[src/source/lite_mem_cfg.svh]
`ifndef LITE_MEM_CFG_SVH
`define LITE_MEM_CFG_SVH

// Byte address width of both AXI4-Lite ports
`define LM_ADDR_W 32

// Data bus width, same on AXI and memory side
`define LM_DATA_W 32

// Memory depth in words
`define LM_MEM_WORDS 256

// Number of AXI4-Lite slave ports sharing the bank
`define LM_NUM_PORTS 2

// Byte lanes per word
`define LM_STRB_W (`LM_DATA_W / 8)

// Word index width, 8 bits for 256 words
`define LM_INDEX_W ($clog2(`LM_MEM_WORDS))

// Low address bits that select a byte within a word
`define LM_BYTE_OFF_W ($clog2(`LM_STRB_W))

// Size of the decoded range in bytes
`define LM_MEM_BYTES (`LM_MEM_WORDS * `LM_STRB_W)

`endif
[src/source/lite_mem_pkg.sv]
`include "lite_mem_cfg.svh"

package lite_mem_pkg;

  // Byte address as seen on AW and AR
  typedef logic [`LM_ADDR_W-1:0] lm_addr_t;

  // One data word
  typedef logic [`LM_DATA_W-1:0] lm_data_t;

  // One strobe bit per byte lane
  typedef logic [`LM_STRB_W-1:0] lm_strb_t;

  // Word index into the bank
  typedef logic [`LM_INDEX_W-1:0] lm_index_t;

  // AXI response codes
  // Only OKAY and SLVERR are ever driven
  typedef enum logic [1:0] {
    OKAY   = 2'b00,
    SLVERR = 2'b10
  } lm_resp_t;

  // Single-word memory request, TCDM style
  // 1 + 8 + 32 + 4 = 45 bits
  typedef struct packed {
    // High for a write, low for a read
    logic      we;
    // Target word
    lm_index_t index;
    // Write data, zero on reads
    lm_data_t  wdata;
    // Byte enables, zero on reads
    lm_strb_t  strb;
  } lm_mem_req_t;

endpackage

[src/source/mem_req_arbiter.sv]
`timescale 1ns/100ps

module mem_req_arbiter import lite_mem_pkg::*; #(
  parameter type         payload_t = lm_mem_req_t,
  parameter int unsigned N_PORTS   = 2
) (
  input  logic     clk_i,
  input  logic     reset_i,
  // Requester side
  input  logic     req_i      [N_PORTS],
  input  payload_t payload_i  [N_PORTS],
  output logic     gnt_o      [N_PORTS],
  output logic     rvalid_o   [N_PORTS],
  output lm_data_t rdata_o    [N_PORTS],
  // Bank side
  output logic     bank_req_o,
  output payload_t bank_payload_o,
  input  logic     bank_gnt_i,
  input  logic     bank_rvalid_i,
  input  lm_data_t bank_rdata_i
);

  localparam int unsigned idx_w = (N_PORTS > 1) ? $clog2(N_PORTS) : 1;

  // Port with the highest priority this cycle
  logic [idx_w-1:0] prio_q;
  // Winner of the current cycle
  logic [idx_w-1:0] win;
  logic             found;
  // Port whose grant was given last cycle
  logic [idx_w-1:0] rsp_win_q;
  logic             granted;

  // Scan from the priority pointer, first request wins
  always_comb begin : pick
    int unsigned idx;
    found = 1'b0;
    win   = '0;
    for (int unsigned i = 0; i < N_PORTS; i++) begin
      idx = (prio_q + i) % N_PORTS;
      if (!found && req_i[idx]) begin
        found = 1'b1;
        win   = idx_w'(idx);
      end
    end
  end

  assign bank_req_o     = found;
  assign bank_payload_o = payload_i[win];
  assign granted        = found && bank_gnt_i;

  // Grant only to the winner, response only to last cycle's winner
  always_comb begin
    for (int unsigned i = 0; i < N_PORTS; i++) begin
      gnt_o[i]    = granted && (win == idx_w'(i));
      rvalid_o[i] = bank_rvalid_i && (rsp_win_q == idx_w'(i));
      // Data fans out, rvalid picks the owner
      rdata_o[i]  = bank_rdata_i;
    end
  end

  always_ff @(posedge clk_i) begin
    if (reset_i) begin
      prio_q    <= '0;
      rsp_win_q <= '0;
    end else if (granted) begin
      // Last winner drops to lowest priority
      prio_q    <= idx_w'((win + 1) % N_PORTS);
      // Bank answers next cycle, remember who asked
      rsp_win_q <= win;
    end
  end

endmodule

[config.mk]
export PLATFORM = sky130hd
export DESIGN_NAME = mem_req_arbiter
export DESIGN_NICKNAME = d
export VERILOG_FILES = /design/src/source/lite_mem_pkg.sv /design/src/source/mem_req_arbiter.sv
export VERILOG_INCLUDE_DIRS = /design/src /design/src/source
export SDC_FILE = /design/constraint.sdc
export NUM_CORES = 1
export LEC_CHECK = 0
export BUFFER_PORTS_ARGS = -buffer_cell sky130_fd_sc_hd__buf_2
export CORE_AREA = 3 3 92 94
export DETAILED_ROUTE_END_ITERATION = 10
export DIE_AREA = 0 0 95 97
export GPL_TIMING_DRIVEN = 0
export SYNTH_ARGS = -nofsm -noshare
export SYNTH_HDL_FRONTEND = slang
export SYNTH_SLANG_ARGS = --single-unit
[constraint.sdc]
create_clock -name clk_i -period 3.7 [get_ports clk_i]
set_clock_uncertainty 0.15 [all_clocks]
set_input_delay 0.185 -clock clk_i [delete_from_list [all_inputs] [get_ports clk_i]]
set_output_delay 0.185 -clock clk_i [all_outputs]
set_load 0.05 [all_outputs]
# Word level (Yosys, flattened, before mapping)
# Index checks and enable logic that the tools add are counted.
# W data, S select, Z words.
op_classes:
  add_sub_neg: 2
  n_lt_le_gt_ge: 3
  n_mux: 13
  bitwise_logic: 5
  reduce_logical: 7
op_table:
  columns: ["op", "n"]
  rows:
  - ["$mux W45", 3]
  - ["$ge A33 B2 Y1 const B", 2]
  - ["$not A1 Y33", 2]
  - ["$mux W1", 10]
  - ["$logic_and A1 B1 Y1", 6]
  - ["$add A1 B1 Y1 const B", 2]
  - ["$ge A2 B2 Y1 const B", 1]
  - ["$not A1 Y1", 2]
  - ["$not A1 Y2", 1]
  - ["$logic_not A1 Y1", 1]
totals:
  reg_bits: 2
  input_bits: 128
  wordCells: 32

# Depth between registers and ports, before layout
# Gate-level depths: netlist (run 1).
logic_depth:
  word_depth: 12
  mapped_depth: 4
  mapped_depth_nobuf: 3

# Least setup slack after synthesis (run 1)
# Ideal clock, no wire load.
synth_path:
  path_kind: "reg2out"
  from: "register prio_q"
  to: "output bank_payload_o[0] in the netlist's numbering"
  arrival_time_ns: 1.149
  required_ns: 3.365
  path_slack_ns: 2.216
  path_stages_with_launch: 5
  path_buffers: 1
  path_cell_list: "dfxtp_1 nand2b_4 nand2_4 buf_6 mux2_4"
synth_rtl:
  columns: ["item", "line_no", "source"]
  rows:
  - ["start: declaration", "mem_req_arbiter.sv:26", "logic [idx_w-1:0] prio_q;"]
  - ["start signal: assignment", "mem_req_arbiter.sv:68", "prio_q <= idx_w'((win + 1) % N_PORTS);"]
  - ["end: declaration", "mem_req_arbiter.sv:17", "output payload_t bank_payload_o,"]

==> results of run 1 <==
-- state kept, by name (all words and copies together) (netlist names) --
signal / flops
prio_q: 1
rsp_win_q: 1
-- power by group through the flow --
stage	logic, mW	registers, mW	clock network, mW
3_5_place_dp	0.583	0.0249	0
5_1_grt	0.605	0.0247	0.0910
4_1_cts	0.584	0.0246	0.0884
3_3_place_gp	0.580	0.0248	0
6_report	0.579	0.0244	0.0846
2_1_floorplan	0.458	0.0243	0
-- worst reg2reg max path, delay by kind of cell, from the launching register on --
family | cells | cell delay [ns]
flip-flops | 1 | 0.32
AND/OR/NAND/NOR | 2 | 0.22
AO/OA/AOI/OAI | 1 | 0.19
-- cell usage in the layout (no fill, tap or decap) --
master	instances
a21oi_1	2
and2_1	1
or2_2	1
dfxtp_1	2
buf_6	4
nand2_4	1
nor2_1	1
clkbuf_8	3
nand2_1	1
mux2_4	40
a311oi_1	1
and3_1	1
buf_2	209
buf_4	64
nor2b_1	1
mux2_2	5
diode_2	1
a32oi_1	1
nand2b_4	1
-- metrics by stage --
| stage | hold WS (ns) | instance area [sq um] |
|---|---|---|
| finish | 0.00823 | 2520 |
| global route | 0.0177 | 2520 |
| CTS | 0.00497 | 2520 |
| detailed placement | 0.225 | 2480 |
| global placement | 0.220 | 2480 |
| floorplan | 0.107 | 1310 |
-- path summary, 6_finish.rpt --
kind,startpoint,endpoint,cells past startpoint
hold reg to reg,prio_q,prio_q,1
hold / removal,reset_i,rsp_win_q,2
setup / recovery,prio_q,bank_payload_o[8],5
setup reg to reg,prio_q,rsp_win_q,3
-- Yosys cell counts (all sizes together) --
master / number / share of area (%)
buf: 68 / 40
mux2: 45 / 50
a21oi: 2 / 0.77
dfxtp: 2 / 3.1
nand2: 2 / 1.1
a311oi: 1 / 0.67
a32oi: 1 / 0.67
and2: 1 / 0.48
and3: 1 / 0.48
nand2b: 1 / 1.1
nor2: 1 / 0.29
nor2b: 1 / 0.48
or2: 1 / 0.48
-- kinds of logic (layout without fill, tap and decap cells) --
group,Yosys count,after routing,synth area share (%)
DFF,2,2,3.06
buffers and inverters,68,280,40.2
and+or+nand+nor,8,8,4.40
muxes,45,45,50.2
AOI/OAI and AO/OA,4,4,2.11
other,0,1,0
-- routing by layer --
| metal | wire length [microns] | GRT usage (%) | vias to the layer above |
|---|---|---|---|
| li1 | - | - | 795 |
| met1 | 1470 | 8.02 | 665 |
| met2 | 2640 | 18.8 | 134 |
| met3 | 727 | 2.72 | 6 |
| met4 | 88 | 3.00 | 0 |
| met5 | 0 | 0 | - |
-- area by class of cell --
class / count / share of cell area, %
flip-flops and latches: 2 / 1.59
repair buffers: 209 / 41.4
well taps: 102 / 5.05
diodes: 1 / 0.0991
plain buffers: 68 / 20.8
clock buffers: 3 / 1.64
multi-input cells: 57 / 29.4
==> impl_metrics.csv, run 1 <==
group,metric,value,unit
clock_network,post_cts_buffers,0,
critical_path,cpPeakStageDelay,0.32,ns
route,ant_nets,0,
die,rows,32,
power_and_ir_drop,leakagePower,1.60,nW
yosys,netlist_area,0.00131,sq mm
clock_network,clock_latency,0.21,ns
global_routing,grt_use_total,9.16,%
timing,period_needed,1.92,ns
power_and_ir_drop,p_sw,0.393,mW
finish,layout-drive-gt1-share,96.8,%
power_and_ir_drop,combPwrFrac,84.1,%
power_and_ir_drop,power_switching_share,57.1,%
global_routing,antenna_found_initial,1,
clock_network,clk_path_buf_depth,2,
timing,relSlewSlack,81.1,%
die,dieHeight,97,microns
yosys,yosysSeqAreaShare,3.06,%
place,dp_slack,1.98,ns
place,place_inst,438,
critical_path,critPathRequiredTime,3.37,ns
yosys,syn_nets,255,
critical_path,cp-end-kind,"primary output",
critical_path,critPathBufInv,2,
global_routing,grt_pass1_wl,6.74,mm
critical_path,arrival,1.59,ns
die,dieArea,0.00922,sq mm
timing,fin_crit_sh,51.9,%
route,drtIter0Drc,17,
power_and_ir_drop,ir_drop,118,uV
yosys,ys_seq_elements,2,
place,gp_congestion,0.721,
power_and_ir_drop,powerDensity,272,mW/mm^2
critical_path,cp_max_fo,10,
critical_path,criticalPathCategory,"flop to primary output",
finish,fill_cells,813,
timing,worstMarginPinSlew,0.285,ns
critical_path,cp_slowest_cell,"dfxtp_1",
critical_path,crit_chain,"nand2b_4 > nand2_4 > buf_6 > mux2_4 > buf_2",
clock_network,cts_sinks,2,
die,ios,242,
finish,finalNetCount,469,
global_routing,grt_pass1_vias,1458,
route,vias_per_cell,3.62,
finish,multi_input_area,742,sq um
route,routed_wl,4.92,mm
die,die_x,95,microns
clock_network,clockRootBuffer,"clkbuf_8",
outcome,status,"finished, final reports clean",
finish,stdcell_count,442,
critical_path,rrSetupSlack,2.71,ns
timing,finalMaxSlewViolations,0,
yosys,synthCells,127,
die,coreArea,0.00773,sq mm
finish,fin_util,32.7,%
yosys,synthDistinctLibCells,16,
clock_network,numCtsBuffers,3,
timing,timing.final.ws_setup,1.78,ns
place,io_buffers,209,
power_and_ir_drop,seqPwrFrac,3.6,%
route,firstDrtPassIters,2,
run,maxCapViolCount,0,
critical_path,start_kind,"flop",
route,drc,0,
timing,fmax,521,MHz
clock_network,htreeDepth,1,
clock_network,path_clk_slew,0.03,ns
timing,final_hold_viol_count,0,
clock_network,postCtsHoldBufs,0,
timing,rsz0062_at_grt,"no",
finish,register_area,40.0,sq um
power_and_ir_drop,pwr-share-clk,12.3,%
die,start_util,16.9,%
clock_network,cts_tree,"built",
power_and_ir_drop,totalPowerFinal,0.688,mW
route,num_vias,1600,
finish,area_growth,93.1,%
yosys,yosys_warnings,0,
power_and_ir_drop,internal_power,0.295,mW
yosys,synth.avg_cell_area,10.3,sq um
global_routing,grt_max_degree,11,
clock_network,ctsResizeCount,0,
timing,final.setup.tns,0,ns
place,hpwlAfterDp,4.60,mm
global_routing,grt-ovfl-total,0,
route,wl_per_cell,11.1,microns
hold_path,min_path_type,"input port to flop",
timing,setup_viol,0,
critical_path,crit_family,"buffers and inverters",
(Power assumes the default switching activity.)
==> run 2, diff against run 1 <==
CORE_AREA = 3 3 93 95   (was 3 3 92 94)
DIE_AREA = 0 0 96 98   (was 0 0 95 97)
clock period = 1.94 ns   (was 3.7 ns; I/O delays follow)
==> run 2 against run 1 <==
Sequential power rose by 91%; worst setup slack got worse by 1.7 ns; global-route usage down 0.73 points; final cell count increased by 0.23%; total power up 91%; hold slack improved by 0.026 ns; register-to-register slack worse by 1.8 ns; die area increased by 2.1%; first-iteration DRC count rose by 12%; sequential share of layout area barely moved; via count increased by 2.8%; flip-flop and latch count unchanged; critical path type unchanged; largest power group unchanged.
==> impl_metrics.csv, run 2 (same netlist as run 1, synthesis figures left out) <==
group,metric,value,unit
clock_network,path_clk_slew,0.03,ns
clock_network,htreeDepth,1,
critical_path,cp_slowest_cell,"dfxtp_1",
critical_path,r2r_end,"rsp_win_q",
clock_network,ctsResizeCount,0,
clock_network,cts_sinks,2,
global_routing,grt-ovfl-total,0,
critical_path,cpPeakStageDelay,0.32,ns
route,vias_per_cell,3.71,
route,drc,0,
die,rows,32,
timing,timing.final.ws_setup,0.100,ns
critical_path,r2r_cells,3,
clock_network,clock_latency,0.21,ns
power_and_ir_drop,totalPowerFinal,1.32,mW
finish,layout_common_cells,"buf_2, buf_4, mux2_4",
place,place_inst,438,
clock_network,cts_tree,"built",
critical_path,start_kind,"flop",
die,dieArea,0.00941,sq mm
timing,relSlewSlack,81.9,%
finish,fin_util,32.6,%
critical_path,arrival,1.59,ns
global_routing,grt_max_degree,11,
critical_path,endpoint,"bank_payload_o[0]",
place,io_buffers,209,
die,start_util,16.7,%
place,dp_slack,0.297,ns
finish,area_growth,94.4,%
critical_path,rrSetupSlack,0.95,ns
finish,fill_cells,831,
finish,layout-drive-gt1-share,96.2,%
timing,period_needed,1.84,ns
timing,rsz0062_at_grt,"no",
global_routing,grt_pass1_wl,6.58,mm
place,gp_congestion,0.646,
route,routed_wl,4.89,mm
timing,timing.hold.ws,0.0347,ns
critical_path,criticalPathCategory,"flop to primary output",
outcome,status,"finished, final reports clean",
finish,antenna_cells,0,
die,ios,242,
place,hpwlAfterDp,4.49,mm
die,dieHeight,98,microns
power_and_ir_drop,ir_drop,308,uV
critical_path,cp_max_fo,10,
finish,stdcell_count,443,
power_and_ir_drop,leakagePower,1.61,nW
finish,finalNetCount,471,
timing,fmax,544,MHz
route,num_vias,1644,
timing,final.setup.tns,0,ns
route,drtIter0Drc,19,
critical_path,cp-end-kind,"primary output",
global_routing,grt_use_total,8.43,%
timing,setup_viol,0,
critical_path,crit_chain,"nand2b_4 > nand2_4 > buf_6 > mux2_4 > buf_2",
power_and_ir_drop,powerDensity,518,mW/mm^2
clock_network,clk_path_buf_depth,2,
finish,biggestRegsByFlops,"prio_q (1), rsp_win_q (1)",
finish,final_common_cell,"buf_2",
route,ant_nets,0,
hold_path,min_path_type,"input port to flop",
critical_path,r2r_start,"prio_q",
timing,fin_crit_sh,94.8,%
clock_network,numCtsBuffers,3,
finish,final_area,0.00254,sq mm
critical_path,critical_path.startpoint,"prio_q",
route,firstDrtPassIters,3,
critical_path,critPathRequiredTime,1.69,ns
clock_network,clockRootBuffer,"clkbuf_8",
die,coreArea,0.00781,sq mm
global_routing,grt_pass1_vias,1562,
die,die_x,96,microns
timing,final_hold_viol_count,0,
place,dpl_cell_area,0.00248,sq mm
route,wl_per_cell,11.0,microns
timing,finalMaxSlewViolations,0,
global_routing,antenna_found_initial,0,
run,maxCapViolCount,0,
timing,worstMarginPinSlew,0.274,ns
run 2: cell types whose count changed in the layout (fill, tap and decap cells not counted):
cell           previous run  this run
diode_2                   1         0
dlygate4sd3_1             0         2
run 2: report_power, final:
| group | switching, mW | internal [mW] |
|---|---|---|
| Combinational | 0.717 | 0.390 |
| Sequential | 0.00237 | 0.0442 |
| Clock | 0.0319 | 0.131 |
run 2: worst max-delay path, delay by kind of cell, from the launching register on:
family        cells  cell delay (ns)
flops             1             0.32
simple gates      2             0.32
buf+inv           2             0.41
mux               1             0.31
run 2: layout make-up:
cell class / instances / area [sq um] / share of cell area, %
Clock buffer: 3 / 41.3 / 1.62
Sequential cell: 2 / 40.0 / 1.57
Multi-Input combinational cell: 57 / 742 / 29.2
Buffer: 68 / 526 / 20.7
Timing Repair Buffer: 211 / 1070 / 41.9
Tap cell: 102 / 128 / 5.02
run 2: worst min path at each step:
stage | to | cells after the start | slack [ns] | from
6_report | prio_q | 2 | 0.03 | req_i[0]
5_1_grt | prio_q | 2 | 0.05 | req_i[0]
4_1_cts | prio_q | 2 | 0.03 | req_i[0]
3_5_place_dp | rsp_win_q | 2 | 0.12 | reset_i
3_3_place_gp | rsp_win_q | 2 | 0.13 | reset_i
2_1_floorplan | rsp_win_q | 1 | 0.02 | reset_i
run 2: metal layers:
layer  GRT usage, %  vias up  part of all wire (%)
met2           17.8      133                    53
met4          0.985        0                     0
met1           8.53      714                    34
li1               -      797                     -
met5              0        -                     0
met3           1.00        0                    13
run 2: what timing repair did:
item / in CTS / in global routing
hold buffers: 2 / 0
hold endpoints to repair: 2 / 0
buffers inserted: 0 / 0
==> run 3, diff against run 2 <==
==> constraint.sdc (replaced) <==
create_clock -name clk_i -period 1.94 [get_ports clk_i]
set_clock_uncertainty 0.15 [all_clocks]
set_input_delay 0 -clock clk_i [delete_from_list [all_inputs] [get_ports clk_i]]
set_output_delay 0 -clock clk_i [all_outputs]
set_load 0.05 [all_outputs]
==> run 3 against run 2 <==
Global-route usage increased by 0.078 points; clock-buffer cell count stayed put; critical path depth did not move; non-clock buffer count rose by 2; via count grew 0.36%; flip-flop and latch count did not move; worst setup slack better by 0.086 ns; final cell count is 0.45% higher; largest power group unchanged.
==> impl_metrics.csv, run 3 (same netlist as run 1, synthesis figures left out) <==
group,metric,value,unit
die,ios,242,
clock_network,cts_sinks,2,
global_routing,grt_pass1_vias,1568,
timing,period_needed,1.75,ns
finish,area_growth,96.0,%
route,ant_nets,0,
place,io_buffers,209,
clock_network,cts_tree,"built",
critical_path,cp-end-kind,"primary output",
timing,final_hold_viol_count,0,
finish,final_common_cell,"buf_2",
route,drc,0,
route,routed_wl,4.92,mm
timing,setup_viol,0,
timing,worstMarginPinSlew,0.274,ns
power_and_ir_drop,powerDensity,516,mW/mm^2
timing,fin_crit_sh,90.4,%
place,dpl_cell_area,0.00248,sq mm
global_routing,antenna_found_initial,0,
power_and_ir_drop,leakagePower,1.62,nW
timing,timing.final.ws_setup,0.186,ns
finish,final_area,0.00256,sq mm
critical_path,crit_chain,"nand2b_4 > nand2_4 > buf_6 > mux2_4 > buf_2",
place,place_inst,438,
finish,biggestRegsByFlops,"prio_q (1), rsp_win_q (1)",
clock_network,clockRootBuffer,"clkbuf_8",
global_routing,grt-ovfl-total,0,
timing,fmax,570,MHz
die,coreArea,0.00781,sq mm
finish,stdcell_count,445,
critical_path,cpPeakStageDelay,0.33,ns
route,wl_per_cell,11.1,microns
finish,finalNetCount,473,
finish,layout_common_cells,"buf_2, buf_4, mux2_4",
finish,register_area,40.0,sq um
place,hpwlAfterDp,4.49,mm
clock_network,clock_latency,0.21,ns
route,vias_per_cell,3.71,
timing,timing.hold.ws,0.152,ns
place,gp_congestion,0.646,
route,firstDrtPassIters,4,
die,dieArea,0.00941,sq mm
place,dp_slack,0.394,ns
global_routing,grt_pass1_wl,6.63,mm
timing,relSlewSlack,81.9,%
route,drtIter0Drc,20,
timing,finalMaxSlewViolations,0,
critical_path,critPathRequiredTime,1.79,ns
run,maxCapViolCount,0,
finish,layout-drive-gt1-share,95.6,%
clock_network,numCtsBuffers,3,
outcome,status,"finished, final reports clean",
global_routing,grt_max_degree,11,
clock_network,htreeDepth,1,
power_and_ir_drop,ir_drop,309,uV
critical_path,cp_max_fo,10,
die,die_x,96,microns
critical_path,criticalPathCategory,"flop to primary output",
die,rows,32,
critical_path,start_kind,"flop",
critical_path,arrival,1.60,ns
die,dieHeight,98,microns
finish,multi_input_area,742,sq um
finish,antenna_cells,0,
timing,final.setup.tns,0,ns
hold_path,min_path_type,"input port to primary output",
clock_network,ctsResizeCount,0,
global_routing,grt_use_total,8.50,%
clock_network,path_clk_slew,0.03,ns
timing,rsz0062_at_grt,"no",
die,start_util,16.7,%
critical_path,rrSetupSlack,0.37,ns
finish,fill_cells,829,
clock_network,clk_path_buf_depth,2,
route,num_vias,1650,
critical_path,cp_slowest_cell,"dfxtp_1",
-- run 3: changes by cell type in the layout (fill, tap and decap cells not counted), sizes merged --
cell | previous run | this run
dlygate4sd3 | 2 | 4
-- run 3: timing repair --
| action | in CTS | in global routing |
|---|---|---|
| setup buffers | 0 | 0 |
| hold buffers | 4 | 0 |
| hold endpoints to repair | 2 | 0 |
-- run 3: metal layers --
| metal | track usage (%) | up-vias | share of wire (%) |
|---|---|---|---|
| met5 | 0 | - | 0 |
| met4 | 0.985 | 0 | 0 |
| met3 | 1.00 | 0 | 13 |
| met2 | 18.0 | 133 | 54 |
| met1 | 8.62 | 716 | 34 |
| li1 | - | 801 | - |
-- run 3: power breakdown --
part,switching (mW),total [mW],internal [mW]
Clock,0.0322,0.163,0.131
Combinational,0.718,1.11,0.393
Sequential,0.00258,0.0467,0.0442
Total,0.753,1.32,0.568
-- run 3: stage by stage --
| stage | utilization [%] | total power, mW |
|---|---|---|
| after global placement | 31.8 | 1.15 |
| after floorplan | - | 0.919 |
| after detailed placement | 31.8 | 1.16 |
| final | 32.8 | 1.32 |
| after CTS | 32.8 | 1.33 |
| after global routing | 32.8 | 1.38 |
-- run 3: path summary, 6_finish.rpt --
path / depth (start not counted) / start / to
min reg2reg: 2 / prio_q / prio_q
max reg2reg: 4 / prio_q / rsp_win_q
min: 2 / bank_rdata_i[9] / rdata_o[41]
max: 5 / prio_q / bank_payload_o[0]
-- run 3: area by class of cell --
class / count / share of cell area [%]
repair buffers: 213 / 42.4
multi-input cells: 57 / 29.0
plain buffers: 68 / 20.5
well taps: 102 / 4.98
clock buffers: 3 / 1.61
flip-flops and latches: 2 / 1.56
-- run 3: critical path, delay by kind of cell, from the launching register on --
family                 cells  cell delay [ns]
DFF                        1             0.33
buffers and inverters      2             0.41
muxes                      1             0.31
and+or+nand+nor            2             0.33
