**src/source/lite_mem_cfg.svh**
```systemverilog
`ifndef LITE_MEM_CFG_SVH
`define LITE_MEM_CFG_SVH

// Byte address width of both AXI4-Lite ports
`define LM_ADDR_W 32

// Data bus width, same on AXI and memory side
`define LM_DATA_W 32

// Memory depth in words
`define LM_MEM_WORDS 256

// Number of AXI4-Lite slave ports sharing the bank
`define LM_NUM_PORTS 2

// Byte lanes per word
`define LM_STRB_W (`LM_DATA_W / 8)

// Word index width, 8 bits for 256 words
`define LM_INDEX_W ($clog2(`LM_MEM_WORDS))

// Low address bits that select a byte within a word
`define LM_BYTE_OFF_W ($clog2(`LM_STRB_W))

// Size of the decoded range in bytes
`define LM_MEM_BYTES (`LM_MEM_WORDS * `LM_STRB_W)

`endif
```
**src/source/lite_mem_pkg.sv**
```systemverilog
`include "lite_mem_cfg.svh"

package lite_mem_pkg;

  // Byte address as seen on AW and AR
  typedef logic [`LM_ADDR_W-1:0] lm_addr_t;

  // One data word
  typedef logic [`LM_DATA_W-1:0] lm_data_t;

  // One strobe bit per byte lane
  typedef logic [`LM_STRB_W-1:0] lm_strb_t;

  // Word index into the bank
  typedef logic [`LM_INDEX_W-1:0] lm_index_t;

  // AXI response codes
  // Only OKAY and SLVERR are ever driven
  typedef enum logic [1:0] {
    OKAY   = 2'b00,
    SLVERR = 2'b10
  } lm_resp_t;

  // Single-word memory request, TCDM style
  // 1 + 8 + 32 + 4 = 45 bits
  typedef struct packed {
    // High for a write, low for a read
    logic      we;
    // Target word
    lm_index_t index;
    // Write data, zero on reads
    lm_data_t  wdata;
    // Byte enables, zero on reads
    lm_strb_t  strb;
  } lm_mem_req_t;

endpackage

```
**src/source/axi_lite_to_mem.sv**
```systemverilog
`timescale 1ns/100ps

`include "lite_mem_cfg.svh"

module axi_lite_to_mem import lite_mem_pkg::*; (
  input  logic        clk_i,
  input  logic        reset_i,
  // AW channel
  input  lm_addr_t    awaddr_i,
  input  logic        awvalid_i,
  output logic        awready_o,
  // W channel
  input  lm_data_t    wdata_i,
  input  lm_strb_t    wstrb_i,
  input  logic        wvalid_i,
  output logic        wready_o,
  // B channel
  output lm_resp_t    bresp_o,
  output logic        bvalid_o,
  input  logic        bready_i,
  // AR channel
  input  lm_addr_t    araddr_i,
  input  logic        arvalid_i,
  output logic        arready_o,
  // R channel
  output lm_data_t    rdata_o,
  output lm_resp_t    rresp_o,
  output logic        rvalid_o,
  input  logic        rready_i,
  // Memory request side
  output logic        mem_req_o,
  output lm_mem_req_t mem_payload_o,
  input  logic        mem_gnt_i,
  input  logic        mem_rvalid_i,
  input  lm_data_t    mem_rdata_i
);

  // One transaction in flight at a time
  typedef enum logic [1:0] {
    s_idle,
    s_request,
    s_wait,
    s_respond
  } state_e;

  state_e      state_q;
  state_e      state_d;

  // Held request and response of the current transaction
  lm_mem_req_t payload_q;
  lm_resp_t    resp_q;
  lm_data_t    rdata_q;

  logic        idle;
  logic        write_pair;
  logic        write_go;
  logic        read_go;
  logic        resp_taken;
  lm_addr_t    sel_addr;
  logic        in_range;

  assign idle       = (state_q == s_idle);
  // AW and W are only taken together
  assign write_pair = awvalid_i && wvalid_i;

  // Write pair wins over a read in the same cycle
  assign awready_o = idle && write_pair;
  assign wready_o  = idle && write_pair;
  assign arready_o = idle && !write_pair;

  assign write_go = awready_o;
  assign read_go  = arready_o && arvalid_i;

  // Single range decode for whichever address is taken
  assign sel_addr = write_pair ? awaddr_i : araddr_i;
  assign in_range = (sel_addr < lm_addr_t'(`LM_MEM_BYTES));

  // Response leaves when the master takes it on B or R
  assign resp_taken = payload_q.we ? bready_i : rready_i;

  always_comb begin
    state_d = state_q;
    case (state_q)
      s_idle: begin
        // Out of range goes straight to the response
        if (write_go || read_go) begin
          state_d = in_range ? s_request : s_respond;
        end
      end
      s_request: begin
        // Request drops the cycle after the grant
        if (mem_gnt_i) begin
          state_d = s_wait;
        end
      end
      s_wait: begin
        if (mem_rvalid_i) begin
          state_d = s_respond;
        end
      end
      s_respond: begin
        if (resp_taken) begin
          state_d = s_idle;
        end
      end
      default: state_d = s_idle;
    endcase
  end

  always_ff @(posedge clk_i) begin
    if (reset_i) begin
      state_q <= s_idle;
    end else begin
      state_q <= state_d;
    end
  end

  // Request and response data, loaded at the address handshake
  always_ff @(posedge clk_i) begin
    if (write_go || read_go) begin
      payload_q.we    <= write_go;
      payload_q.index <= sel_addr[`LM_BYTE_OFF_W +: `LM_INDEX_W];
      payload_q.wdata <= write_go ? wdata_i : '0;
      payload_q.strb  <= write_go ? wstrb_i : '0;
      resp_q          <= in_range ? OKAY : SLVERR;
      // Decode errors read back as zero
      rdata_q         <= '0;
    end else if (state_q == s_wait && mem_rvalid_i) begin
      rdata_q <= mem_rdata_i;
    end
  end

  // Memory side
  assign mem_req_o     = (state_q == s_request);
  assign mem_payload_o = payload_q;

  // B and R share the held response code
  assign bvalid_o = (state_q == s_respond) && payload_q.we;
  assign bresp_o  = resp_q;
  assign rvalid_o = (state_q == s_respond) && !payload_q.we;
  assign rresp_o  = resp_q;
  assign rdata_o  = rdata_q;

endmodule

```
**config.mk**
```make
export PLATFORM = sky130hd
export DESIGN_NAME = axi_lite_to_mem
export DESIGN_NICKNAME = d
export VERILOG_FILES = /design/src/source/lite_mem_pkg.sv /design/src/source/axi_lite_to_mem.sv
export VERILOG_INCLUDE_DIRS = /design/src /design/src/source
export SDC_FILE = /design/constraint.sdc
export NUM_CORES = 1
export LEC_CHECK = 0
export ABC_AREA = 1
export BUFFER_PORTS_ARGS = -buffer_cell sky130_fd_sc_hd__buf_4
export CORE_ASPECT_RATIO = 1.1
export CORE_MARGIN = 8
export CORE_UTILIZATION = 39
export CTS_BUF_LIST = sky130_fd_sc_hd__clkbuf_16
export DETAILED_ROUTE_END_ITERATION = 16
export PLACE_DENSITY = 0.77
export SLEW_MARGIN = 25
export SYNTH_ARGS = -nofsm -noshare
export SYNTH_HDL_FRONTEND = slang
export SYNTH_SLANG_ARGS = --single-unit
```
**constraint.sdc**
```tcl
create_clock -name clk_i -period 2.45 [get_ports clk_i]
set_clock_uncertainty 0.2 [all_clocks]
set_input_delay 0.245 -clock clk_i [delete_from_list [all_inputs] [get_ports clk_i]]
set_output_delay 0.245 -clock clk_i [all_outputs]
set_load 0.1 [all_outputs]
```
======== Word-level counts from Yosys, hierarchy flattened ========
Index checks and enable logic that the tools add are counted.
storage, ports and cells
  output and inout port bits .............. 87
  logic and storage cells ................. 36
  memory bits (writable) .................. 0
  bits in read-only memories .............. 0
  memories ................................ 0
  latch bits .............................. 0
  bits in registers ....................... 81
operators by class
  shift-type cells ........................ 0
  multiply operators ...................... 0
  div/mod/pow operators ................... 0
  reduce and logical (&&, ||, !) cells .... 12
  $lt $le $gt $ge ......................... 1
  eq/ne operators ......................... 7
  add/sub/neg operators ................... 0
  muxes and demuxes ....................... 9
  bitwise logic cells ..................... 0
operators by type and width
  operator                                                       count
  less-than comparator 32 x 11 -> 1 bit (second input constant)  1
  2-to-1 mux 32 bit                                              1
  2-to-1 mux 2 bit                                               6
  one-hot mux 2 bit (4 select lines)                             1
  logical AND 1 bit                                              7
  == test 2 bit (second input constant)                          2
  != test 2 x 1 -> 1 bit (second input constant)                 2
  != test 2 bit (second input constant)                          2
  AND reduction 4 bit                                            1
  == test 2 x 1 -> 1 bit (second input constant)                 1
  logical NOT 1 bit                                              2
  logical NOT 2 bit                                              1
  logical OR 1 bit                                               1
  2-to-1 mux 1 bit                                               1

======== Depth between registers and ports, before layout ========
Gate-level depths: netlist (run 1).
  word-level depth ........................ 7
  mapped depth ............................ 8
  mapped depth without buffers ............ 8

======== Worst setup path after synthesis (run 1) ========
Ideal clock, no wire load.
  path kind ............................... reg-to-output
  start point ............................. reg payload_q, in the netlist mem_payload_o[44]
  end point ............................... out rvalid_o
  cell stages (with the launch flop) ...... 2
  buffers on the path ..................... 0
  path slack .............................. -0.218 ns
  arrival ................................. 2.223 ns
  cells stage by stage .................... edfxtp_1 nor2_1
on the way
  word-level cells in the longest chain between the ends .. 2
RTL lines
  element            line                    text
  from (decl)        axi_lite_to_mem.sv:50   lm_mem_req_t payload_q;
  logical NOT 1 bit  axi_lite_to_mem.sv:140  assign rvalid_o = (state_q == s_respond) && !payload_q.we;
  logical AND 1 bit  axi_lite_to_mem.sv:140
  to (decl)          axi_lite_to_mem.sv:28   output logic rvalid_o,
Every way passes these cells.

======== Worst setup path after layout (run 1) ========
  start point ............................. reg state_q[0]
  end point ............................... out wready_o
on the way
  word-level cells in the longest chain between the ends .. 2
RTL lines
  element                 line                    text
  from (decl)             axi_lite_to_mem.sv:46   state_e state_q;
  from (signal assigned)  axi_lite_to_mem.sv:112  state_q <= s_idle;
  from (signal assigned)  axi_lite_to_mem.sv:114  state_q <= state_d;
  logical NOT 2 bit       axi_lite_to_mem.sv:62   assign idle = (state_q == s_idle);
  logical AND 1 bit       axi_lite_to_mem.sv:68   assign wready_o = idle && write_pair;
  to (decl)               axi_lite_to_mem.sv:16   output logic wready_o,
Every way passes these cells.

==> results of run 1 <==
==> layout by cell type (no fill, tap or decap), drive strengths merged, types with 3 or more instances in the layout <==
cell	Yosys	layout
and2	4	4
mux2	32	32
ha	5	5
clkbuf	0	9
edfxtp	46	46
clkinv	0	3
nor2	66	66
dfxtp	34	34
inv	83	85
buf	15	225
nand2	78	78
dlygate4sd3	0	16
==> power by group through the flow <==
stage          Sequential [uW]  Combinational [uW]  Clock [uW]
6_report                  2040                4660        1370
5_1_grt                   2070                4830        1450
4_1_cts                   2040                4690        1400
3_5_place_dp              2060                4660           0
3_3_place_gp              2040                4600           0
2_1_floorplan             4640                1090           0
==> final cells by class <==
type	count	area (sq um)	share of cell area
Clock inverter	7	78.83	0.01335
Multi-Input combinational cell	197	1207	0.2044
Sequential cell	80	2062	0.3492
Timing Repair Buffer	241	1874	0.3174
Clock buffer	9	225.2	0.03814
Tap cell	117	146.4	0.02479
Inverter	83	311.5	0.05275
==> worst min-delay path by stage <==
stage / from / endpoint / slack (ps) / depth (start not counted)
after floorplan: reset_i / state_q[0] / 210 / 3
after global placement: reset_i / state_q[0] / 300 / 4
after detailed placement: reset_i / state_q[0] / 310 / 4
after CTS: araddr_i[9] / mem_payload_o[43] / 0.7 / 3
after global routing: wdata_i[27] / mem_payload_o[31] / 8 / 3
final: wdata_i[5] / mem_payload_o[9] / 10 / 3
==> cell families (layout without fill, tap and decap cells) <==
family,count (synthesis),in the layout,share of synthesized area
buffers and inverters,98,340,0.1161
DFF,80,80,0.5594
AOI/OAI and AO/OA,4,4,0.01053
adders and majority gates,5,5,0.01697
muxes,32,32,0.1283
and+or+nand+nor,154,154,0.1677
other,1,2,0.001017
==> per-layer routing <==
layer,routed length [microns],track usage
met4,285,0.07626
met2,6235,0.3258
met1,3722,0.1499
met5,0,0
met3,879,0.05531
==> worst min-delay path, stage by stage <==
cell	delay (ps)
buf_4	80
inv_1	30
nor2_1	80
==> metrics by stage <==
stage / setup slack [ps] / hold WS, ps / util / cells
global route: 234.5 / 7.994 / 0.6378 / 734
floorplan: -6.855 / 205.7 / - / 375
CTS: 321.6 / 0.7120 / 0.6378 / 734
finish: 337.7 / 12.06 / 0.6378 / 734
detailed placement: 448.2 / 313.7 / 0.5877 / 702
global placement: 505.2 / 299.3 / 0.5877 / 702
==> sequential cells by signal, indices dropped and copies added, names as in the netlist <==
register       count
bresp_o            1
mem_payload_o     45
rdata_o           32
state_q            2
==> results by group, run 1 <==
Outcome
  – Status: finished clean

Floorplanning
  – Core area: 9259 sq um
  – Chip width: 108.7 microns
  – Initial Utilization: 0.3981
  – IO Count: 228
  – Chip height: 118.0 microns
  – Core Rows: 37
  – Die footprint: roughly 13000 sq um

Hold path
  – Min-delay worst type: in -> reg

Power
  – Peak supply drop: 0.0005831 V
  – Reg power frac: 0.252
  – Clock power share: 0.170
  – Net Sw Frac: 0.5229
  – Power per cell area: 1365 nW/um^2
  – Comb pwr share: 0.578
  – P_int: just under 4000 uW
  – Net Switching: 4215 uW
  – Total power: 8062 uW
  – Leak: 0.003293 uW

Yosys
  – Top cell type by total area after synthesis: edfxtp_1
  – Seq/Total Area, Yosys: 0.5594
  – Yosys reg bits: 80
  – Post-Syn Area: approximately 3700 sq um
  – Post-synth EDFFs: between 40 and 50
  – Cell count after synthesis: 374
  – Area contributors post-synth: edfxtp_1, dfxtp_1, mux2_4
  – Share of the synthesized area in the top cell type: 0.3747
  – Netlist cell types: 27
  – Syn Area/Cell: 9.856 sq um
  – Commonest cells in the netlist: inv_1, nand2_1, nor2_1
  – Post-synth top flop: edfxtp_1
  – YS warnings: 0
  – Fraction of registers with async set/reset: 0
  – Most numerous cell in the Yosys netlist: inv_1

Worst setup path
  – Worst Reg-to-Reg Cells: 7
  – Buf/Inv on CP: 3
  – CP Capture Type: primary output
  – R2R Path End: rdata_o[31]
  – WP data required: about 2000 ps
  – Cell mode on critical path: inv_1
  – Setup crit end: wready_o
  – Flop2flop setup slack: ~450 ps
  – Arrival time of the worst setup path: around 1700 ps
  – Worst path max stage delay: 330 ps
  – Crit path launch type: register
  – Crit Path Class: reg -> out
  – Crit path depth: 5
  – CP Max Fanout: 4
  – Start point of the critical path: state_q[0]
  – Crit-path cells: inv_1 > ha_1 > inv_1 > nor2_4 > buf_4
  – CP max-delay cell: dfxtp_1
  – Worst path top cell family by delay: buffers and inverters
  – FF-to-FF Start: state_q[0]

Layout
  – Final nets: 758
  – Post-route cell area: 5906 sq um
  – Layout area overhead: 60.22%
  – ANT cells: 0
  – Fill cells: approximately 750
  – Share of post-route cells with drive strength above 1: 0.4522

Timing
  – Final setup violating endpoints: 0
  – Slew Limit Fails: 0
  – Min Clock Period, post-route: 2112 ps
  – Fmax: 473.4 MHz
  – Unrepaired setup endpoints after global routing: no
  – Setup TNS: 0 ps
  – Final Hold Vio Count: 0
  – Slew headroom: 0.5962
  – Worst slew pin tran: a little over 600 ps
  – Crit share post-route: 0.8622

Detailed routing
  – Final wirelength: approximately 11 mm
  – # DRC: 0
  – Wire length per cell: 15.15 microns
  – Avg Vias per Cell: 4.383
  – ANT nets after route: 0
  – Via Count: 3217
  – First drt pass iteration count: 4
  – DRC violation total after the first TritonRoute iteration: roughly 110

Clock tree
  – Clk sinks: 80
  – CTS Buf Count: 9
  – Number of setup buffers added after CTS: 0
  – Clock root cell: clkbuf_16
  – CTS HTree Levels: 3
  – CTS tree: yes
  – Clk_lat worst skew: 330 ps
  – CTS max path bufs: 2
  – Hold_buf cts: 16
  – CTS clk-pin slew, worst paths: about 60 ps
  – Post-cts gate resize count: 0

Global routing
  – First-pass GRT wire length: 16.82 mm
  – Initial antenna violation count: 0
  – Vias in the first global route: 3527
  – Remaining Overflow, GRT: 0
  – Largest net degree at the start of global routing: 37
  – Tot GR Track Use: 0.1687

Placement
  – Placed Area: 5441 sq um
  – Port Buffers: 221
  – GPL Wtd Cong: 0.7683
  – Dpl hpwl: between 8 and 9 mm

Job
  – Number of max-cap violations: 0
No activity file was read; power rests on OpenSTA's default activity.
==> run 2, diff against run 1 <==
--- a/config.mk
+++ b/config.mk
@@ -8,7 +8,6 @@
 export LEC_CHECK = 0
 export ABC_AREA = 1
 export BUFFER_PORTS_ARGS = -buffer_cell sky130_fd_sc_hd__buf_4
-export CORE_ASPECT_RATIO = 1.1
 export CORE_MARGIN = 8
 export CORE_UTILIZATION = 39
 export CTS_BUF_LIST = sky130_fd_sc_hd__clkbuf_16
==> run 2 against run 1 <==
Effect of this change: setup slack better by 19 ps; non-clock buffer count down 1; critical path depth unchanged; via count down 0.78%; fmax up 0.89%; utilization up 0.19 points; sequential cell count unchanged; sequential share of layout area up 0.13 points; global-route usage down 0.23 points; power down 0.65%; sequential power about the same.
==> results by group, run 2 (synthesized netlist as in run 1, its figures left out) <==
Floorplanning
  – Core Rows: 35
  – IO Count: 228
  – Chip height: 113.2 microns
  – Chip width: 113.2 microns
  – Initial Utilization: 0.4008
  – Die footprint: ~13000 sq um
  – Core area: 9196 sq um

Layout
  – Most frequent cells in the layout: buf_4, inv_1, nand2_1
  – Max reg flops: 45
  – Final nets: 757
  – Most common cell after layout, fill and taps aside: buf_4
  – Final Core Density: 0.6397
  – Layout area overhead: 59.61%
  – ANT cells: 0
  – Share of post-route cells with drive strength above 1: 0.4562

Detailed routing
  – Via Count: around 3200
  – First drt pass iteration count: 4
  – DRT met1 WL: 3.859 mm
  – Final wirelength: roughly 11 mm
  – DR WL met3: 816 microns
  – # DRC: 0
  – DRC violation total after the first TritonRoute iteration: 165
  – Max Used Layer: met4
  – Avg Vias per Cell: 4.391
  – ANT nets after route: 0
  – Wire length per cell: 14.96 microns
  – Met2 wire length: 5.922 mm

Placement
  – Port Buffers: 221
  – GPL Wtd Cong: 0.7629
  – Dpl hpwl: 8.525 mm
  – Pre-CTS setup slack: 457.8 ps

Clock tree
  – Post-cts gate resize count: 0
  – CTS max path bufs: 2
  – CTS HTree Levels: 3
  – CTS Buf Count: 9
  – CTS tree: yes
  – Number of setup buffers added after CTS: 0
  – CTS clk-pin slew, worst paths: 60 ps
  – Clk_lat worst skew: 320 ps
  – Clk sinks: 80
  – Clock root cell: clkbuf_16

Power
  – Peak supply drop: 0.0005895 V
  – Power per cell area: between 1000 and 1500 nW/um^2
  – Leak: 0.003275 uW

Worst setup path
  – CP Max Fanout: 4
  – WP data required: 2010 ps
  – Arrival time of the worst setup path: 1650 ps
  – Crit path launch type: register
  – CP Capture Type: primary output
  – Crit Path Class: reg -> out

Timing
  – Slew Limit Fails: 0
  – Final WS setup: approximately 360 ps
  – Fmax: approximately 480 MHz
  – Final setup violating endpoints: 0
  – Final Hold Vio Count: 0
  – Unrepaired setup endpoints after global routing: no
  – Worst slew pin tran: about 620 ps
  – Min Clock Period, post-route: 2094 ps
  – Crit share post-route: 0.8546
  – Slew headroom: 0.5843

Global routing
  – Largest net degree at the start of global routing: 45
  – Remaining Overflow, GRT: 0
  – Tot GR Track Use: 0.1664
  – Initial antenna violation count: 0
  – Vias in the first global route: 3454
  – First-pass GRT wire length: approximately 17 mm

Hold path
  – Min-delay worst type: in -> reg

Outcome
  – Status: finished clean

Job
  – Number of max-cap violations: 0
run 2: changes by cell type in the layout (fill, tap and decap cells not counted), sizes merged:
cell,previous run,this run
clkinv,3,4
bufinv,2,1
buf,225,224
inv,85,84
clkinvlp,0,1
run 2: final timing paths:
check              startpoint           endpoint  slack [ps]  cells after the start
setup / recovery   state_q[1]          awready_o         360                      5
hold / removal    wdata_i[23]  mem_payload_o[27]          10                      3
setup reg to reg   state_q[0]  mem_payload_o[35]         470                      6
hold reg to reg   rdata_o[24]        rdata_o[24]         370                      3
run 2: layer usage:
metal | GRT usage | vias to the layer above
met4 | 0.07105 | 0
met2 | 0.3107 | 137
met1 | 0.1630 | 1437
met3 | 0.05698 | 21
li1 | - | 1597
met5 | 0 | -
run 2: stage by stage:
stage | hold slack, ps | cell area, sq um | TNS (ps) | instances | total power [uW]
floorplan | 205.7 | 3697 | -6.855 | 375 | 5725
global placement | 303.0 | 5426 | 0 | 695 | 6634
detailed placement | 313.3 | 5426 | 0 | 695 | 6711
CTS | 3.672 | 5883 | 0 | 727 | 8078
global route | 10.46 | 5883 | 0 | 727 | 8314
finish | 13.80 | 5883 | 0 | 727 | 8010
run 2: power by group:
part           switching, uW  internal [uW]  leakage [uW]
Sequential               159           1880      0.000730
Combinational           3560           1090       0.00240
Clock                    534            789      0.000141
run 2: timing repair:
item                                    4_1_cts  5_1_grt
hold buffers                                 16        0
endpoints found under the setup margin        0        0
endpoints found under the hold margin        10        0
run 2: final cells by class:
class | count | area, sq um
Clock buffer | 9 | 225.2
Clock inverter | 7 | 71.32
Fill cell | 749 | 3313
Inverter | 83 | 311.5
Multi-Input combinational cell | 197 | 1207
Sequential cell | 80 | 2062
Tap cell | 111 | 138.9
Timing Repair Buffer | 240 | 1867
run 2: critical path, stage by stage (launching register included):
cell     delay [ps]
dfxtp_1         330
inv_1           140
ha_1            260
inv_1           100
nor2_4          170
buf_4           310
==> run 3, diff against run 2 <==
--- a/config.mk
+++ b/config.mk
@@ -8,11 +8,14 @@
 export LEC_CHECK = 0
 export ABC_AREA = 1
 export BUFFER_PORTS_ARGS = -buffer_cell sky130_fd_sc_hd__buf_4
+export CELL_PAD_IN_SITES_DETAIL_PLACEMENT = 1
+export CELL_PAD_IN_SITES_GLOBAL_PLACEMENT = 1
+export CORE_ASPECT_RATIO = 0.7
 export CORE_MARGIN = 8
-export CORE_UTILIZATION = 39
+export CORE_UTILIZATION = 27
 export CTS_BUF_LIST = sky130_fd_sc_hd__clkbuf_16
 export DETAILED_ROUTE_END_ITERATION = 16
-export PLACE_DENSITY = 0.77
+export PLACE_DENSITY_LB_ADDON = 0.1
 export SLEW_MARGIN = 25
 export SYNTH_ARGS = -nofsm -noshare
 export SYNTH_HDL_FRONTEND = slang
==> run 3 against run 2 <==
Effect of this change: sequential power hardly changed; non-clock buffer count up 12; register-to-register slack about the same; fmax fell by 1.2%; clock power shrank 4%; power is 0.13% lower; first-iteration DRC count fell by 48%; sequential cell count stayed put; critical path type unchanged; largest cell class unchanged; largest power group unchanged; highest routed layer unchanged.
==> results by group, run 3 (synthesized netlist as in run 1, its figures left out) <==
Placement
  – Placed Area: 5519 sq um
  – GPL Wtd Cong: 0.7125
  – Port Buffers: about 220
  – Pre-CTS setup slack: 427.1 ps
  – Number of placed instances, taps included: between 700 and 800
  – Dpl hpwl: between 9 and 10 mm

Layout
  – Final std cells w/o fill: 813
  – Final nets: 769
  – ANT cells: 0
  – Multi-input combinational cell area: approximately 1200 sq um
  – Register Area: 2062 sq um
  – Post-route cell area: 6082 sq um
  – Share of post-route cells with drive strength above 1: 0.4490
  – Max reg flops: 45
  – Most common cell after layout, fill and taps aside: buf_4
  – Layout area overhead: 65.00%
  – Most frequent cells in the layout: buf_4, inv_1, nand2_1
  – Fill cells: 1575

Hold path
  – Min-delay worst type: in -> reg
  – Hold depth: 3

Global routing
  – Busiest metal layer after global routing: met2
  – First-pass GRT wire length: approximately 19 mm
  – Initial antenna violation count: 0
  – Largest net degree at the start of global routing: 38
  – Met1 usage: 0.1385
  – Met2 Usage GRT: 0.2612
  – Met3 Usage GRT: 0.05289
  – Remaining Overflow, GRT: 0
  – Tot GR Track Use: 0.1379
  – Vias in the first global route: 3838

Clock tree
  – Number of setup buffers added after CTS: 0
  – Clk sinks: 80
  – CTS Buf Count: 9
  – Post-cts gate resize count: 0
  – Clock root cell: clkbuf_16
  – Hold_buf cts: 28
  – CTS tree: yes
  – CTS clk-pin slew, worst paths: 60 ps
  – CTS max path bufs: 2
  – CTS HTree Levels: 3
  – Clk_lat worst skew: 320 ps

Detailed routing
  – Avg Vias per Cell: 4.001
  – # DRC: 0
  – Final wirelength: 12.18 mm
  – ANT nets after route: 0
  – DRC violation total after the first TritonRoute iteration: 85
  – Wire length per cell: 14.98 microns
  – Via Count: 3253
  – First drt pass iteration count: 6

Timing
  – Final setup violating endpoints: 0
  – Slew Limit Fails: 0
  – Min Clock Period, post-route: 2118 ps
  – Final Hold Vio Count: 0
  – Fmax: 472.1 MHz
  – Slew headroom: 0.5919
  – Crit share post-route: 0.8646
  – Worst slew pin tran: 611.3 ps
  – Unrepaired setup endpoints after global routing: no
  – Final WS setup: 331.7 ps

Floorplanning
  – Core Rows: 35
  – Core area: 13230 sq um
  – Initial Utilization: 0.2787
  – Die footprint: 17710 sq um
  – Chip height: 113.8 microns
  – IO Count: about 230
  – Chip width: 155.7 microns

Worst setup path
  – Worst Reg-to-Reg Cells: 6
  – Crit path launch type: register
  – CP Max Fanout: 4
  – Crit Path Class: reg -> out
  – Arrival time of the worst setup path: 1670 ps
  – WP data required: approximately 2000 ps
  – CP Capture Type: primary output

Power
  – Leak: approximately 0.0033 uW
  – Power per cell area: around 1300 nW/um^2
  – Total power: 7999 uW
  – Peak supply drop: 0.0004038 V

Outcome
  – Status: finished clean

Job
  – Number of max-cap violations: 0
## run 3: changes by cell type in the layout (fill, tap and decap cells not counted), sizes merged
cell         previous run  this run
clkbuf                  9        10
clkinv                  4         1
dlygate4sd3            16        28
inv                    84        87
bufinv                  1         0
## run 3: worst max-delay path, cell delays in order (launching register included)
cell and delay (ps):
dfxtp_1 330, inv_1 140, ha_1 270, inv_1 110
nor2_4 170, buf_4 320
## run 3: stage by stage
step | TNS, ps | util | hold WS [ps]
2_1_floorplan | -6.855 | - | 205.7
5_1_grt | 0 | 0.4599 | 4.660
4_1_cts | 0 | 0.4599 | 0.7646
3_5_place_dp | 0 | 0.4173 | 320.4
3_3_place_gp | 0 | 0.4173 | 311.8
6_report | 0 | 0.4599 | 14.85
## run 3: final cells by class
type / count / share of cell area
Sequential cell: 80 / 0.3390
Clock inverter: 6 / 0.005349
Multi-Input combinational cell: 197 / 0.1985
Clock buffer: 10 / 0.04114
Inverter: 83 / 0.05122
Tap cell: 185 / 0.03806
Timing Repair Buffer: 252 / 0.3267
## run 3: where the power goes
| group | internal [uW] | switching, uW |
|---|---|---|
| Sequential | 1880 | 162 |
| Clock | 741 | 531 |
| Combinational | 1100 | 3580 |
| Total | 3720 | 4280 |
## run 3: path summary, 6_finish.rpt
path | startpoint | to | slack (ps)
max | state_q[1] | wready_o | 330
min | wdata_i[19] | mem_payload_o[23] | 10
max reg2reg | state_q[0] | mem_payload_o[34] | 460
min reg2reg | rdata_o[31] | rdata_o[31] | 370
## run 3: routing by layer
metal / up-vias / share of wire
met5: - / 0
met4: 0 / 0.0095
met3: 8 / 0.081
met2: 121 / 0.53
met1: 1504 / 0.38
li1: 1620 / -
